$ cat config.mk
export PLATFORM = sky130hd
export DESIGN_NAME = execute_stage
export DESIGN_NICKNAME = d
export VERILOG_FILES = /design/src/common/riscv_pkg.sv /design/src/execute/forwarding_unit.sv /design/src/execute/alu.sv /design/src/execute/branch_unit.sv /design/src/execute/ex_mem_register.sv /design/src/execute/execute_stage.sv
export SDC_FILE = /design/constraint.sdc
export NUM_CORES = 1
export LEC_CHECK = 0
export BUFFER_PORTS_ARGS = -buffer_cell sky130_fd_sc_hd__buf_4
export CAP_MARGIN = 10
export CORE_MARGIN = 5
export CORE_UTILIZATION = 59
export CTS_CLUSTER_DIAMETER = 60
export CTS_CLUSTER_SIZE = 16
export DETAILED_ROUTE_END_ITERATION = 10
export PLACE_DENSITY = 0.82
export SETUP_SLACK_MARGIN = 0.4
export SYNTH_ARGS = -nofsm -noshare
export SYNTH_HDL_FRONTEND = slang
export SYNTH_SLANG_ARGS = --single-unit
$ cat constraint.sdc
create_clock -name clk -period 5.4 [get_ports clk]
set_input_delay 1.08 -clock clk [delete_from_list [all_inputs] [get_ports clk]]
set_output_delay 1.08 -clock clk [all_outputs]
set_load 0.02 [all_outputs]
$ cat src/common/riscv_pkg.sv
`default_nettype none

package riscv_pkg;

  // Default datapath width, overridden through DATA_WIDTH
  localparam int XLEN_DEFAULT = 32;

  // Register number width, fixed by the ISA
  localparam int REG_ADDR_W = 5;

  // ALU operations for RV32I register and immediate forms
  typedef enum logic [3:0] {
    alu_add    = 4'd0,
    alu_sub    = 4'd1,
    alu_and    = 4'd2,
    alu_or     = 4'd3,
    alu_xor    = 4'd4,
    alu_sll    = 4'd5,
    alu_srl    = 4'd6,
    alu_sra    = 4'd7,
    alu_slt    = 4'd8,
    alu_sltu   = 4'd9,
    alu_pass_b = 4'd10  // LUI, right operand straight through
  } alu_op_t;

  // Branch conditions, JAL is unconditional
  typedef enum logic [2:0] {
    br_none = 3'd0,
    br_beq  = 3'd1,
    br_bne  = 3'd2,
    br_blt  = 3'd3,
    br_bge  = 3'd4,
    br_bltu = 3'd5,
    br_bgeu = 3'd6,
    br_jal  = 3'd7
  } branch_op_t;

  // Where an operand comes from
  typedef enum logic [1:0] {
    fwd_none   = 2'd0,  // Register file
    fwd_ex_mem = 2'd1,
    fwd_mem_wb = 2'd2
  } fwd_sel_t;

endpackage

`default_nettype wire

$ cat src/execute/forwarding_unit.sv
`timescale 1ns/100ps
`default_nettype none

module forwarding_unit #(
  parameter int DATA_WIDTH = 32
) (
  input  logic [riscv_pkg::REG_ADDR_W-1:0] rs1,
  input  logic [riscv_pkg::REG_ADDR_W-1:0] rs2,
  input  logic [riscv_pkg::REG_ADDR_W-1:0] ex_mem_rd,
  input  logic [riscv_pkg::REG_ADDR_W-1:0] mem_wb_rd,
  input  logic                             ex_mem_reg_write,
  input  logic                             mem_wb_reg_write,
  input  logic [DATA_WIDTH-1:0]            data1,
  input  logic [DATA_WIDTH-1:0]            data2,
  input  logic [DATA_WIDTH-1:0]            immediate,
  input  logic [DATA_WIDTH-1:0]            ex_mem_result,
  input  logic [DATA_WIDTH-1:0]            mem_wb_result,
  input  logic                             alu_src,
  output logic [DATA_WIDTH-1:0]            rs1_value,
  output logic [DATA_WIDTH-1:0]            rs2_value,
  output logic [DATA_WIDTH-1:0]            left_operand,
  output logic [DATA_WIDTH-1:0]            right_operand
);

  import riscv_pkg::*;

  fwd_sel_t rs1_sel;
  fwd_sel_t rs2_sel;

  // Newest producer wins, x0 is never forwarded
  function automatic fwd_sel_t pick_source(input logic [REG_ADDR_W-1:0] src);
    if (ex_mem_reg_write && (ex_mem_rd != '0) && (ex_mem_rd == src))
      return fwd_ex_mem;
    else if (mem_wb_reg_write && (mem_wb_rd != '0) && (mem_wb_rd == src))
      return fwd_mem_wb;
    else
      return fwd_none;
  endfunction

  function automatic logic [DATA_WIDTH-1:0] steer(input fwd_sel_t sel,
                                                  input logic [DATA_WIDTH-1:0] rf_value);
    case (sel)
      fwd_ex_mem: return ex_mem_result;
      fwd_mem_wb: return mem_wb_result;
      default:    return rf_value;
    endcase
  endfunction

  always_comb begin
    rs1_sel = pick_source(rs1);
    rs2_sel = pick_source(rs2);

    rs1_value = steer(rs1_sel, data1);
    rs2_value = steer(rs2_sel, data2);  // Also the store data

    left_operand  = rs1_value;
    right_operand = alu_src ? immediate : rs2_value;
  end

endmodule

`default_nettype wire

$ cat src/execute/alu.sv
`timescale 1ns/100ps
`default_nettype none

module alu #(
  parameter int DATA_WIDTH = 32
) (
  input  riscv_pkg::alu_op_t     alu_op,
  input  logic [DATA_WIDTH-1:0]  left_operand,
  input  logic [DATA_WIDTH-1:0]  right_operand,
  output logic [DATA_WIDTH-1:0]  result
);

  import riscv_pkg::*;

  // 5 bits for RV32, 6 for RV64
  localparam int SHAMT_W = $clog2(DATA_WIDTH);

  logic [SHAMT_W-1:0] shamt;
  logic               less_signed;
  logic               less_unsigned;

  assign shamt         = right_operand[SHAMT_W-1:0];
  assign less_signed   = $signed(left_operand) < $signed(right_operand);
  assign less_unsigned = left_operand < right_operand;

  always_comb begin
    case (alu_op)
      alu_add:    result = left_operand + right_operand;  // Wraps
      alu_sub:    result = left_operand - right_operand;
      alu_and:    result = left_operand & right_operand;
      alu_or:     result = left_operand | right_operand;
      alu_xor:    result = left_operand ^ right_operand;
      alu_sll:    result = left_operand << shamt;
      alu_srl:    result = left_operand >> shamt;
      alu_sra:    result = $signed(left_operand) >>> shamt;
      alu_slt: begin
        result    = '0;
        result[0] = less_signed;
      end
      alu_sltu: begin
        result    = '0;
        result[0] = less_unsigned;
      end
      alu_pass_b: result = right_operand;
      default:    result = '0;  // Unused encodings
    endcase
  end

endmodule

`default_nettype wire

$ cat src/execute/branch_unit.sv
`timescale 1ns/100ps
`default_nettype none

module branch_unit #(
  parameter int DATA_WIDTH = 32
) (
  input  riscv_pkg::branch_op_t  branch_op,
  input  logic [DATA_WIDTH-1:0]  rs1_value,
  input  logic [DATA_WIDTH-1:0]  rs2_value,
  input  logic [DATA_WIDTH-1:0]  pc,
  input  logic [DATA_WIDTH-1:0]  immediate,
  output logic                   taken,
  output logic [DATA_WIDTH-1:0]  target,
  output logic [DATA_WIDTH-1:0]  link
);

  import riscv_pkg::*;

  logic equal;
  logic less_signed;
  logic less_unsigned;

  // Comparator of its own, runs alongside the ALU
  assign equal         = rs1_value == rs2_value;
  assign less_signed   = $signed(rs1_value) < $signed(rs2_value);
  assign less_unsigned = rs1_value < rs2_value;

  assign target = pc + immediate;
  assign link   = pc + DATA_WIDTH'(4);  // Return address for JAL

  always_comb begin
    case (branch_op)
      br_beq:  taken = equal;
      br_bne:  taken = !equal;
      br_blt:  taken = less_signed;
      br_bge:  taken = !less_signed;
      br_bltu: taken = less_unsigned;
      br_bgeu: taken = !less_unsigned;
      br_jal:  taken = 1'b1;
      default: taken = 1'b0;  // br_none
    endcase
  end

endmodule

`default_nettype wire

$ cat src/execute/ex_mem_register.sv
`timescale 1ns/100ps
`default_nettype none

module ex_mem_register #(
  parameter int DATA_WIDTH = 32
) (
  input  logic                             clk,
  input  logic                             rst_n,
  input  logic                             valid_in,
  input  riscv_pkg::branch_op_t            branch_op,
  input  logic [DATA_WIDTH-1:0]            alu_result,
  input  logic [DATA_WIDTH-1:0]            link,
  input  logic [DATA_WIDTH-1:0]            store_data,
  input  logic [DATA_WIDTH-1:0]            target,
  input  logic                             taken,
  input  logic                             mem_read,
  input  logic                             mem_write,
  input  logic                             reg_write,
  input  logic [riscv_pkg::REG_ADDR_W-1:0] rd_in,
  output logic                             valid_out,
  output logic [DATA_WIDTH-1:0]            alu_data,
  output logic [DATA_WIDTH-1:0]            memory_data,
  output logic [DATA_WIDTH-1:0]            branch_target,
  output logic [riscv_pkg::REG_ADDR_W-1:0] rd_out,
  output logic                             reg_write_out,
  output logic                             mem_read_out,
  output logic                             mem_write_out,
  output logic                             branch_taken
);

  import riscv_pkg::*;

  logic [DATA_WIDTH-1:0] merged_result;

  // JAL writes the return address, everything else the ALU value
  assign merged_result = (branch_op == br_jal) ? link : alu_result;

  // Control bits, dropped to 0 on bubbles
  always_ff @(posedge clk or negedge rst_n) begin
    if (!rst_n) begin
      valid_out     <= 1'b0;
      reg_write_out <= 1'b0;
      mem_read_out  <= 1'b0;
      mem_write_out <= 1'b0;
      branch_taken  <= 1'b0;
    end else begin
      valid_out     <= valid_in;
      reg_write_out <= valid_in & reg_write;
      mem_read_out  <= valid_in & mem_read;
      mem_write_out <= valid_in & mem_write;
      branch_taken  <= valid_in & taken;
    end
  end

  // Payload holds until the next issue
  always_ff @(posedge clk or negedge rst_n) begin
    if (!rst_n) begin
      alu_data      <= '0;
      memory_data   <= '0;
      branch_target <= '0;
      rd_out        <= '0;
    end else if (valid_in) begin
      alu_data      <= merged_result;
      memory_data   <= store_data;
      branch_target <= target;
      rd_out        <= rd_in;
    end
  end

endmodule

`default_nettype wire

$ cat src/execute/execute_stage.sv
`timescale 1ns/100ps
`default_nettype none

module execute_stage #(
  parameter int DATA_WIDTH = riscv_pkg::XLEN_DEFAULT
) (
  input  logic                             clk,
  input  logic                             rst_n,
  input  logic                             valid_in,
  input  logic [DATA_WIDTH-1:0]            pc,
  input  logic [DATA_WIDTH-1:0]            data1,
  input  logic [DATA_WIDTH-1:0]            data2,
  input  logic [DATA_WIDTH-1:0]            immediate,
  input  logic [riscv_pkg::REG_ADDR_W-1:0] rs1,
  input  logic [riscv_pkg::REG_ADDR_W-1:0] rs2,
  input  logic [riscv_pkg::REG_ADDR_W-1:0] rd_in,
  input  riscv_pkg::alu_op_t               alu_op,
  input  logic                             alu_src,
  input  riscv_pkg::branch_op_t            branch_op,
  input  logic                             mem_read,
  input  logic                             mem_write,
  input  logic                             reg_write,
  input  logic [riscv_pkg::REG_ADDR_W-1:0] ex_mem_rd,
  input  logic                             ex_mem_reg_write,
  input  logic [DATA_WIDTH-1:0]            ex_mem_result,
  input  logic [riscv_pkg::REG_ADDR_W-1:0] mem_wb_rd,
  input  logic                             mem_wb_reg_write,
  input  logic [DATA_WIDTH-1:0]            mem_wb_result,
  output logic                             valid_out,
  output logic [DATA_WIDTH-1:0]            alu_data,
  output logic [DATA_WIDTH-1:0]            memory_data,
  output logic [DATA_WIDTH-1:0]            branch_target,
  output logic [riscv_pkg::REG_ADDR_W-1:0] rd_out,
  output logic                             reg_write_out,
  output logic                             mem_read_out,
  output logic                             mem_write_out,
  output logic                             branch_taken
);

  logic [DATA_WIDTH-1:0] rs1_value;
  logic [DATA_WIDTH-1:0] rs2_value;  // Forwarded, also the store data
  logic [DATA_WIDTH-1:0] left_operand;
  logic [DATA_WIDTH-1:0] right_operand;
  logic [DATA_WIDTH-1:0] alu_result;
  logic [DATA_WIDTH-1:0] target;
  logic [DATA_WIDTH-1:0] link;
  logic                  taken;

  forwarding_unit #(.DATA_WIDTH(DATA_WIDTH)) u_forwarding_unit (
    .rs1(rs1), .rs2(rs2), .ex_mem_rd(ex_mem_rd), .mem_wb_rd(mem_wb_rd),
    .ex_mem_reg_write(ex_mem_reg_write), .mem_wb_reg_write(mem_wb_reg_write),
    .data1(data1), .data2(data2), .immediate(immediate),
    .ex_mem_result(ex_mem_result), .mem_wb_result(mem_wb_result), .alu_src(alu_src),
    .rs1_value(rs1_value), .rs2_value(rs2_value),
    .left_operand(left_operand), .right_operand(right_operand)
  );

  alu #(.DATA_WIDTH(DATA_WIDTH)) u_alu (
    .alu_op(alu_op), .left_operand(left_operand), .right_operand(right_operand),
    .result(alu_result)
  );

  // Sits beside the ALU on the forwarded register values
  branch_unit #(.DATA_WIDTH(DATA_WIDTH)) u_branch_unit (
    .branch_op(branch_op), .rs1_value(rs1_value), .rs2_value(rs2_value),
    .pc(pc), .immediate(immediate), .taken(taken), .target(target), .link(link)
  );

  ex_mem_register #(.DATA_WIDTH(DATA_WIDTH)) u_ex_mem_register (
    .clk(clk), .rst_n(rst_n), .valid_in(valid_in), .branch_op(branch_op),
    .alu_result(alu_result), .link(link), .store_data(rs2_value), .target(target),
    .taken(taken), .mem_read(mem_read), .mem_write(mem_write), .reg_write(reg_write),
    .rd_in(rd_in), .valid_out(valid_out), .alu_data(alu_data),
    .memory_data(memory_data), .branch_target(branch_target), .rd_out(rd_out),
    .reg_write_out(reg_write_out), .mem_read_out(mem_read_out),
    .mem_write_out(mem_write_out), .branch_taken(branch_taken)
  );

endmodule

`default_nettype wire

==> key figures, run 1 <==
Global routing
  – Gr ovfl total: 246
  – Total GRT Usage: 82.5%
  – Pin count of the biggest net entering global routing: 74

Clock tree
  – CTS Root Cell: clkbuf_16
  – H-tree levels: 3
  – TritonCTS buffer count: 9
  – Clock tree buffer depth: 2
  – TritonCTS Sinks: about 110
  – Hold buffer count at CTS: 0

Synthesis
  – Mapped Area: 18,000 um^2
  – Sequential share of the synthesized area: 14.7%
  – Ys flop type: dfrtp_1
  – Post-synth EDFFs: 0
  – Post-Syn Area per Cell: approximately 7.4 um^2
  – Syn_nets: between 2,000 and 3,000
  – Synth unique cells: a little over 100
  – Gate Count Post-Synth: between 2,000 and 2,500
  – #FFs+latches synth: between 100 and 150
  – Async SR Flop Fraction: 100%
  – YS warnings: 0

Status
  – Stop stage: global routing
  – Error message: [ERROR GRT-0232] Routing congestion too high. Check the congestion heatmap in the GUI.
  – Status: did not finish

Die
  – Starting Density: roughly three fifths
  – Row cnt: 64
  – Die Y: 185 um
  – # IOs: roughly 340
  – Die W: approximately 180 um

Place
  – IO buf count: approximately 340
  – Setup WS pre-CTS: -0.468 ns
  – Post-DP HPWL: slightly below 80,000 um
  – Final Wtd Congestion: 1.43
  – Cell Area, Placed: about 23,000 um^2

Timing
  – Crit. endpoint post-GRT repair: u_ex_mem_register.alu_data[28]$_DFFE_PN0P_/D
  – Worst ep type: sequential cell input
==> metal layers <==
metal	global-route usage, %	GRT overflow
met1	81.9	15
met2	92.7	108
met3	75.9	20
met4	81.0	100
met5	46.9	3
==> Yosys cell counts (12+ instances only) <==
master	n	area [um^2]
o21a_1	18	135
dfrtp_1	106	2650
nand2_1	206	773
nor3_1	84	420
nor2b_1	18	113
clkbuf_1	92	345
mux2_2	75	845
a22oi_1	20	150
o2111ai_1	12	105
o221ai_1	23	201
and2_1	19	119
inv_1	131	492
nor2_1	177	664
buf_2	38	190
o21ai_1	16	80.1
a221oi_1	25	219
a21oi_1	167	836
a211oi_1	51	383
nand3_1	99	495
xnor2_1	57	499
nor4_1	20	125
o21ai_0	186	931
nand2b_1	19	119
o21bai_1	14	105
o31a_1	14	123
buf_1	15	56.3
o211ai_1	33	248
o22ai_1	37	231
a22o_1	14	123
and3_1	18	113
ha_1	162	2030
mux2i_1	92	921
a31oi_1	63	394
xor2_1	23	201
nand4_1	19	119
a21o_1	49	368
==> cells by family after synthesis <==
| family | Yosys count | synth area share [%] |
|---|---|---|
| simple gates | 733 | 19.5 |
| fa+ha+maj | 165 | 11.6 |
| xor+xnor | 80 | 3.89 |
| mux | 174 | 10.6 |
| flops | 106 | 14.7 |
| compound gates | 875 | 32.7 |
| buf+inv | 299 | 7.00 |
==> timing repair <==
| action | in CTS |
|---|---|
| cloned | 0 |
| endpoints found under the setup margin | 24 |
| resized for setup | 89 |
| setup buffers | 46 |
| pin swaps | 64 |
| endpoints found under the hold margin | 0 |
==> through the flow <==
step / setup TNS, ns / instances
after CTS: 0 / 3423
after detailed placement: -6.55 / 3361
after global placement: -2.23 / 3361
after floorplan: 0 / 2432
==> inputs of run 2 (changes only) <==
CORE_UTILIZATION = 40   (was 59)
CTS_CLUSTER_DIAMETER = default   (was 60)
CTS_CLUSTER_SIZE = default   (was 16)
PLACE_DENSITY = default   (was 0.82)
PLACE_DENSITY_LB_ADDON = 0.15   (was default)
SETUP_SLACK_MARGIN = default   (was 0.4)
==> key figures, run 2 <==
Global routing
  – Global Route met2 Usage: a little under two thirds
  – Vias in the first global route: roughly 23,000
  – Global-route wire length before repair: 158,000 um
  – M1 GR Usage: a little over half
  – Initial antenna violation count: 3
  – Top Usage Layer GRT: met2
  – Pin count of the biggest net entering global routing: 61
  – Gr ovfl total: 0
  – GR Util met3: around 12%
  – Total GRT Usage: between 40% and 50%

Worst setup path
  – CP arrival: 5.80 ns
  – Crit path kind: input pin to flip-flop
  – Required @ worst endpoint: 5.73 ns
  – Crit-path max FO: 8
  – Internal reg-to-reg setup slack: 2.85 ns
  – Worst r2r path cells: 9
  – Crit path capture type: flip-flop
  – Worst reg2reg path endpoint: u_ex_mem_register.alu_data[5]
  – Reg2reg start: u_ex_mem_register.alu_data[5]
  – Startpoint Class: input pin

Finish
  – Syn-to-layout area delta: 42.0%
  – Nets: 3,510
  – Commonest non-fill, non-tap cell in the layout: buf_4
  – Final Cell Area: roughly 26,000 um^2
  – Most frequent cells in the layout: 816 x buf_4, 202 x nand2_1, 175 x nor2_1, 159 x o21ai_0, 154 x a21oi_1
  – Post-Route Utilization: 57.6%
  – Proportion of layout cells with a drive suffix above 1: between 30% and 40%
  – Regs by FF count: u_ex_mem_register.alu_data x32, u_ex_mem_register.branch_target x32, u_ex_mem_register.memory_data x32

Drt
  – Post-DR vias/cell: about 6.5
  – Vias: 24,300
  – Detailed Route WL: ~110,000 um
  – DRC violation count after routing: 0
  – WL/cell: between 30 and 40 um
  – DRT Pass-1 Iters: 7
  – DR iter-0 viols: ~3,200
  – Post-route ant nets: 0

Clock tree
  – Clk slew on worst S/H paths: 0.09 ns
  – CTS Root Cell: clkbuf_16
  – H-tree levels: 3 (unchanged)
  – TritonCTS Sinks: 106 (unchanged)
  – TritonCTS buffer count: 9 (unchanged)
  – Worst-Skew Late Latency: between 0.4 and 0.5 ns
  – Hold buffer count at CTS: 0 (unchanged)
  – CTS tree: yes
  – Clock tree buffer depth: 2 (unchanged)

Synthesis
  – Async SR Flop Fraction: 100% (unchanged)
  – Leading area contributor after synthesis: dfrtp_1
  – Post-synth EDFFs: 0 (unchanged)
  – Count leader, synth: nand2_1
  – Post-synth top cells: 206 x nand2_1, 186 x o21ai_0, 177 x nor2_1
  – Mapped Area: 18,000 um^2 (unchanged)
  – Syn_nets: 2,830 (unchanged)
  – Post-Syn Area per Cell: 7.41 um^2 (unchanged)
  – #FFs+latches synth: 106 (unchanged)
  – Sequential share of the synthesized area: 14.7% (unchanged)
  – Post-synth top area share: 14.7% (unchanged)
  – Gate Count Post-Synth: 2,432 (unchanged)
  – Area contributors post-synth: dfrtp_1 15%, ha_1 11%, o21ai_0 5.2%, mux2i_1 5.1%, mux2_2 4.7%
  – Ys flop type: dfrtp_1
  – YS warnings: 0 (unchanged)
  – Synth unique cells: 103 (unchanged)

Die
  – Die W: 222 um (+20%)
  – Core Footprint: roughly 44,000 um^2
  – Total die area: around 49,000 um^2
  – Row cnt: 77 (+20%)
  – Starting Density: 40.6% (-19 points)
  – # IOs: 339 (unchanged)
  – Die Y: 222 um (+20%)

Place
  – Final Wtd Congestion: 1.13 (-21%)
  – Cell Area, Placed: 24,300 um^2 (+4.0%)
  – Post-DP HPWL: 90,400 um (+18%)
  – Setup WS pre-CTS: -0.943 ns (-0.475 ns)
  – IO buf count: 338 (unchanged)

Timing
  – Final hold violation count: 0
  – Fmax: roughly 180 MHz
  – Clk_skew: 0 ns
  – Number of max-slew violations in the final report: 0
  – Actual slew at the worst max-slew pin: 1.19 ns
  – Hold slack: ~0.51 ns
  – RSZ-0062 raised after global routing: yes
  – Worst Slack Setup Final: -0.0797 ns
  – Min cycle time layout: 5.48 ns
  – Max-slew headroom: between 20 and 25%
  – Setup violators final: 2
  – Crit share post-route: 101%

Power
  – P_leak: 11.5 nW
  – Max rail drop VDD: between 0.00015 and 0.0002 V
  – Power Dens Cells: between 200 and 250 nW/um^2

Status
  – Failing checks: setup timing
  – Status: finished, violations left

Min path
  – Worst min-delay path startpoint: u_ex_mem_register.branch_target[13]
  – Worst hold path cell count: 1
  – Hold endpoint: u_ex_mem_register.branch_target[13]
  – Hold/Removal Path Class: flip-flop to flip-flop

Flow run
  – Max-Cap Viols: 0
[run 2: cell counts after synthesis]
Identical to the previous run, type by type.
[run 2: cells by family after synthesis]
group / synth area share [%]
buffers and inverters: 7.00
DFF: 14.7
adders and majority gates: 11.6
xor gates and xnor gates: 3.89
muxes: 10.6
and+or+nand+nor: 19.5
AOI/OAI and AO/OA: 32.7
[run 2: where the power goes]
group	total [mW]	internal [mW]	switching [mW]
Sequential	1.04	0.924	0.112
Combinational	3.60	1.50	2.09
Clock	0.783	0.335	0.447
[run 2: layout make-up]
type	instances	area (um^2)
Tap cell	592	741
Inverter	138	523
Timing Repair Buffer	830	6370
Sequential cell	106	2650
Clock inverter	7	80.1
Antenna cell	2	5.00
Multi-Input combinational cell	2027	15000
Fill cell	4140	18800
Clock buffer	9	225
[run 2: repair_timing]
action,4_1_cts,5_1_grt
cloned,0,1
endpoints found under the setup margin,8,24
buffers inserted,5,18
endpoints found under the hold margin,0,0
resized for setup,15,141
pin swaps,4,43
[run 2: routing by layer]
| layer | wire length (um) | part of all wire (%) |
|---|---|---|
| met1 | 42400 | 38 |
| met2 | 46900 | 42 |
| met3 | 12900 | 12 |
| met4 | 9080 | 8.2 |
| met5 | 40 | 0.036 |
[run 2: worst max-delay path, cell delays in order]
cell	delay, ns
buf_4	0.11
or4_4	0.56
o211ai_1	0.23
buf_4	0.16
nor2_4	0.05
buf_12	0.15
buf_12	0.14
mux2i_1	0.13
o21ai_2	0.22
mux2i_1	0.14
buf_4	0.18
ha_1	0.25
nand2b_1	0.10
a21oi_1	0.09
buf_4	0.15
o41ai_4	0.32
buf_4	0.17
nand2b_1	0.11
a21oi_2	0.05
or3_4	0.37
or3_1	0.31
o211ai_1	0.29
nor4_4	0.16
a31oi_2	0.26
[run 2: through the flow]
step                      total power, mW  std cells  setup TNS [ns]
after detailed placement             4.36       3669           -9.17
after global routing                 5.61       3709          -0.658
final                                5.42       3711         -0.0951
after floorplan                      2.72       2432        -0.00301
after global placement               4.32       3669           -7.59
after CTS                            5.15       3690         -0.0678
[run 2: worst max path at each step]
stage / to / slack [ns] / from
final: u_ex_mem_register.alu_data[21] / -0.08 / mem_wb_rd[4]
after global routing: u_ex_mem_register.alu_data[28] / -0.15 / rs2[2]
after CTS: u_ex_mem_register.alu_data[21] / -0.07 / mem_wb_rd[3]
after detailed placement: u_ex_mem_register.alu_data[21] / -0.94 / mem_wb_rd[3]
after global placement: u_ex_mem_register.alu_data[21] / -0.92 / mem_wb_rd[3]
after floorplan: u_ex_mem_register.alu_data[27] / -0.003 / mem_wb_rd[3]
Power figures use the tool's default switching activity.
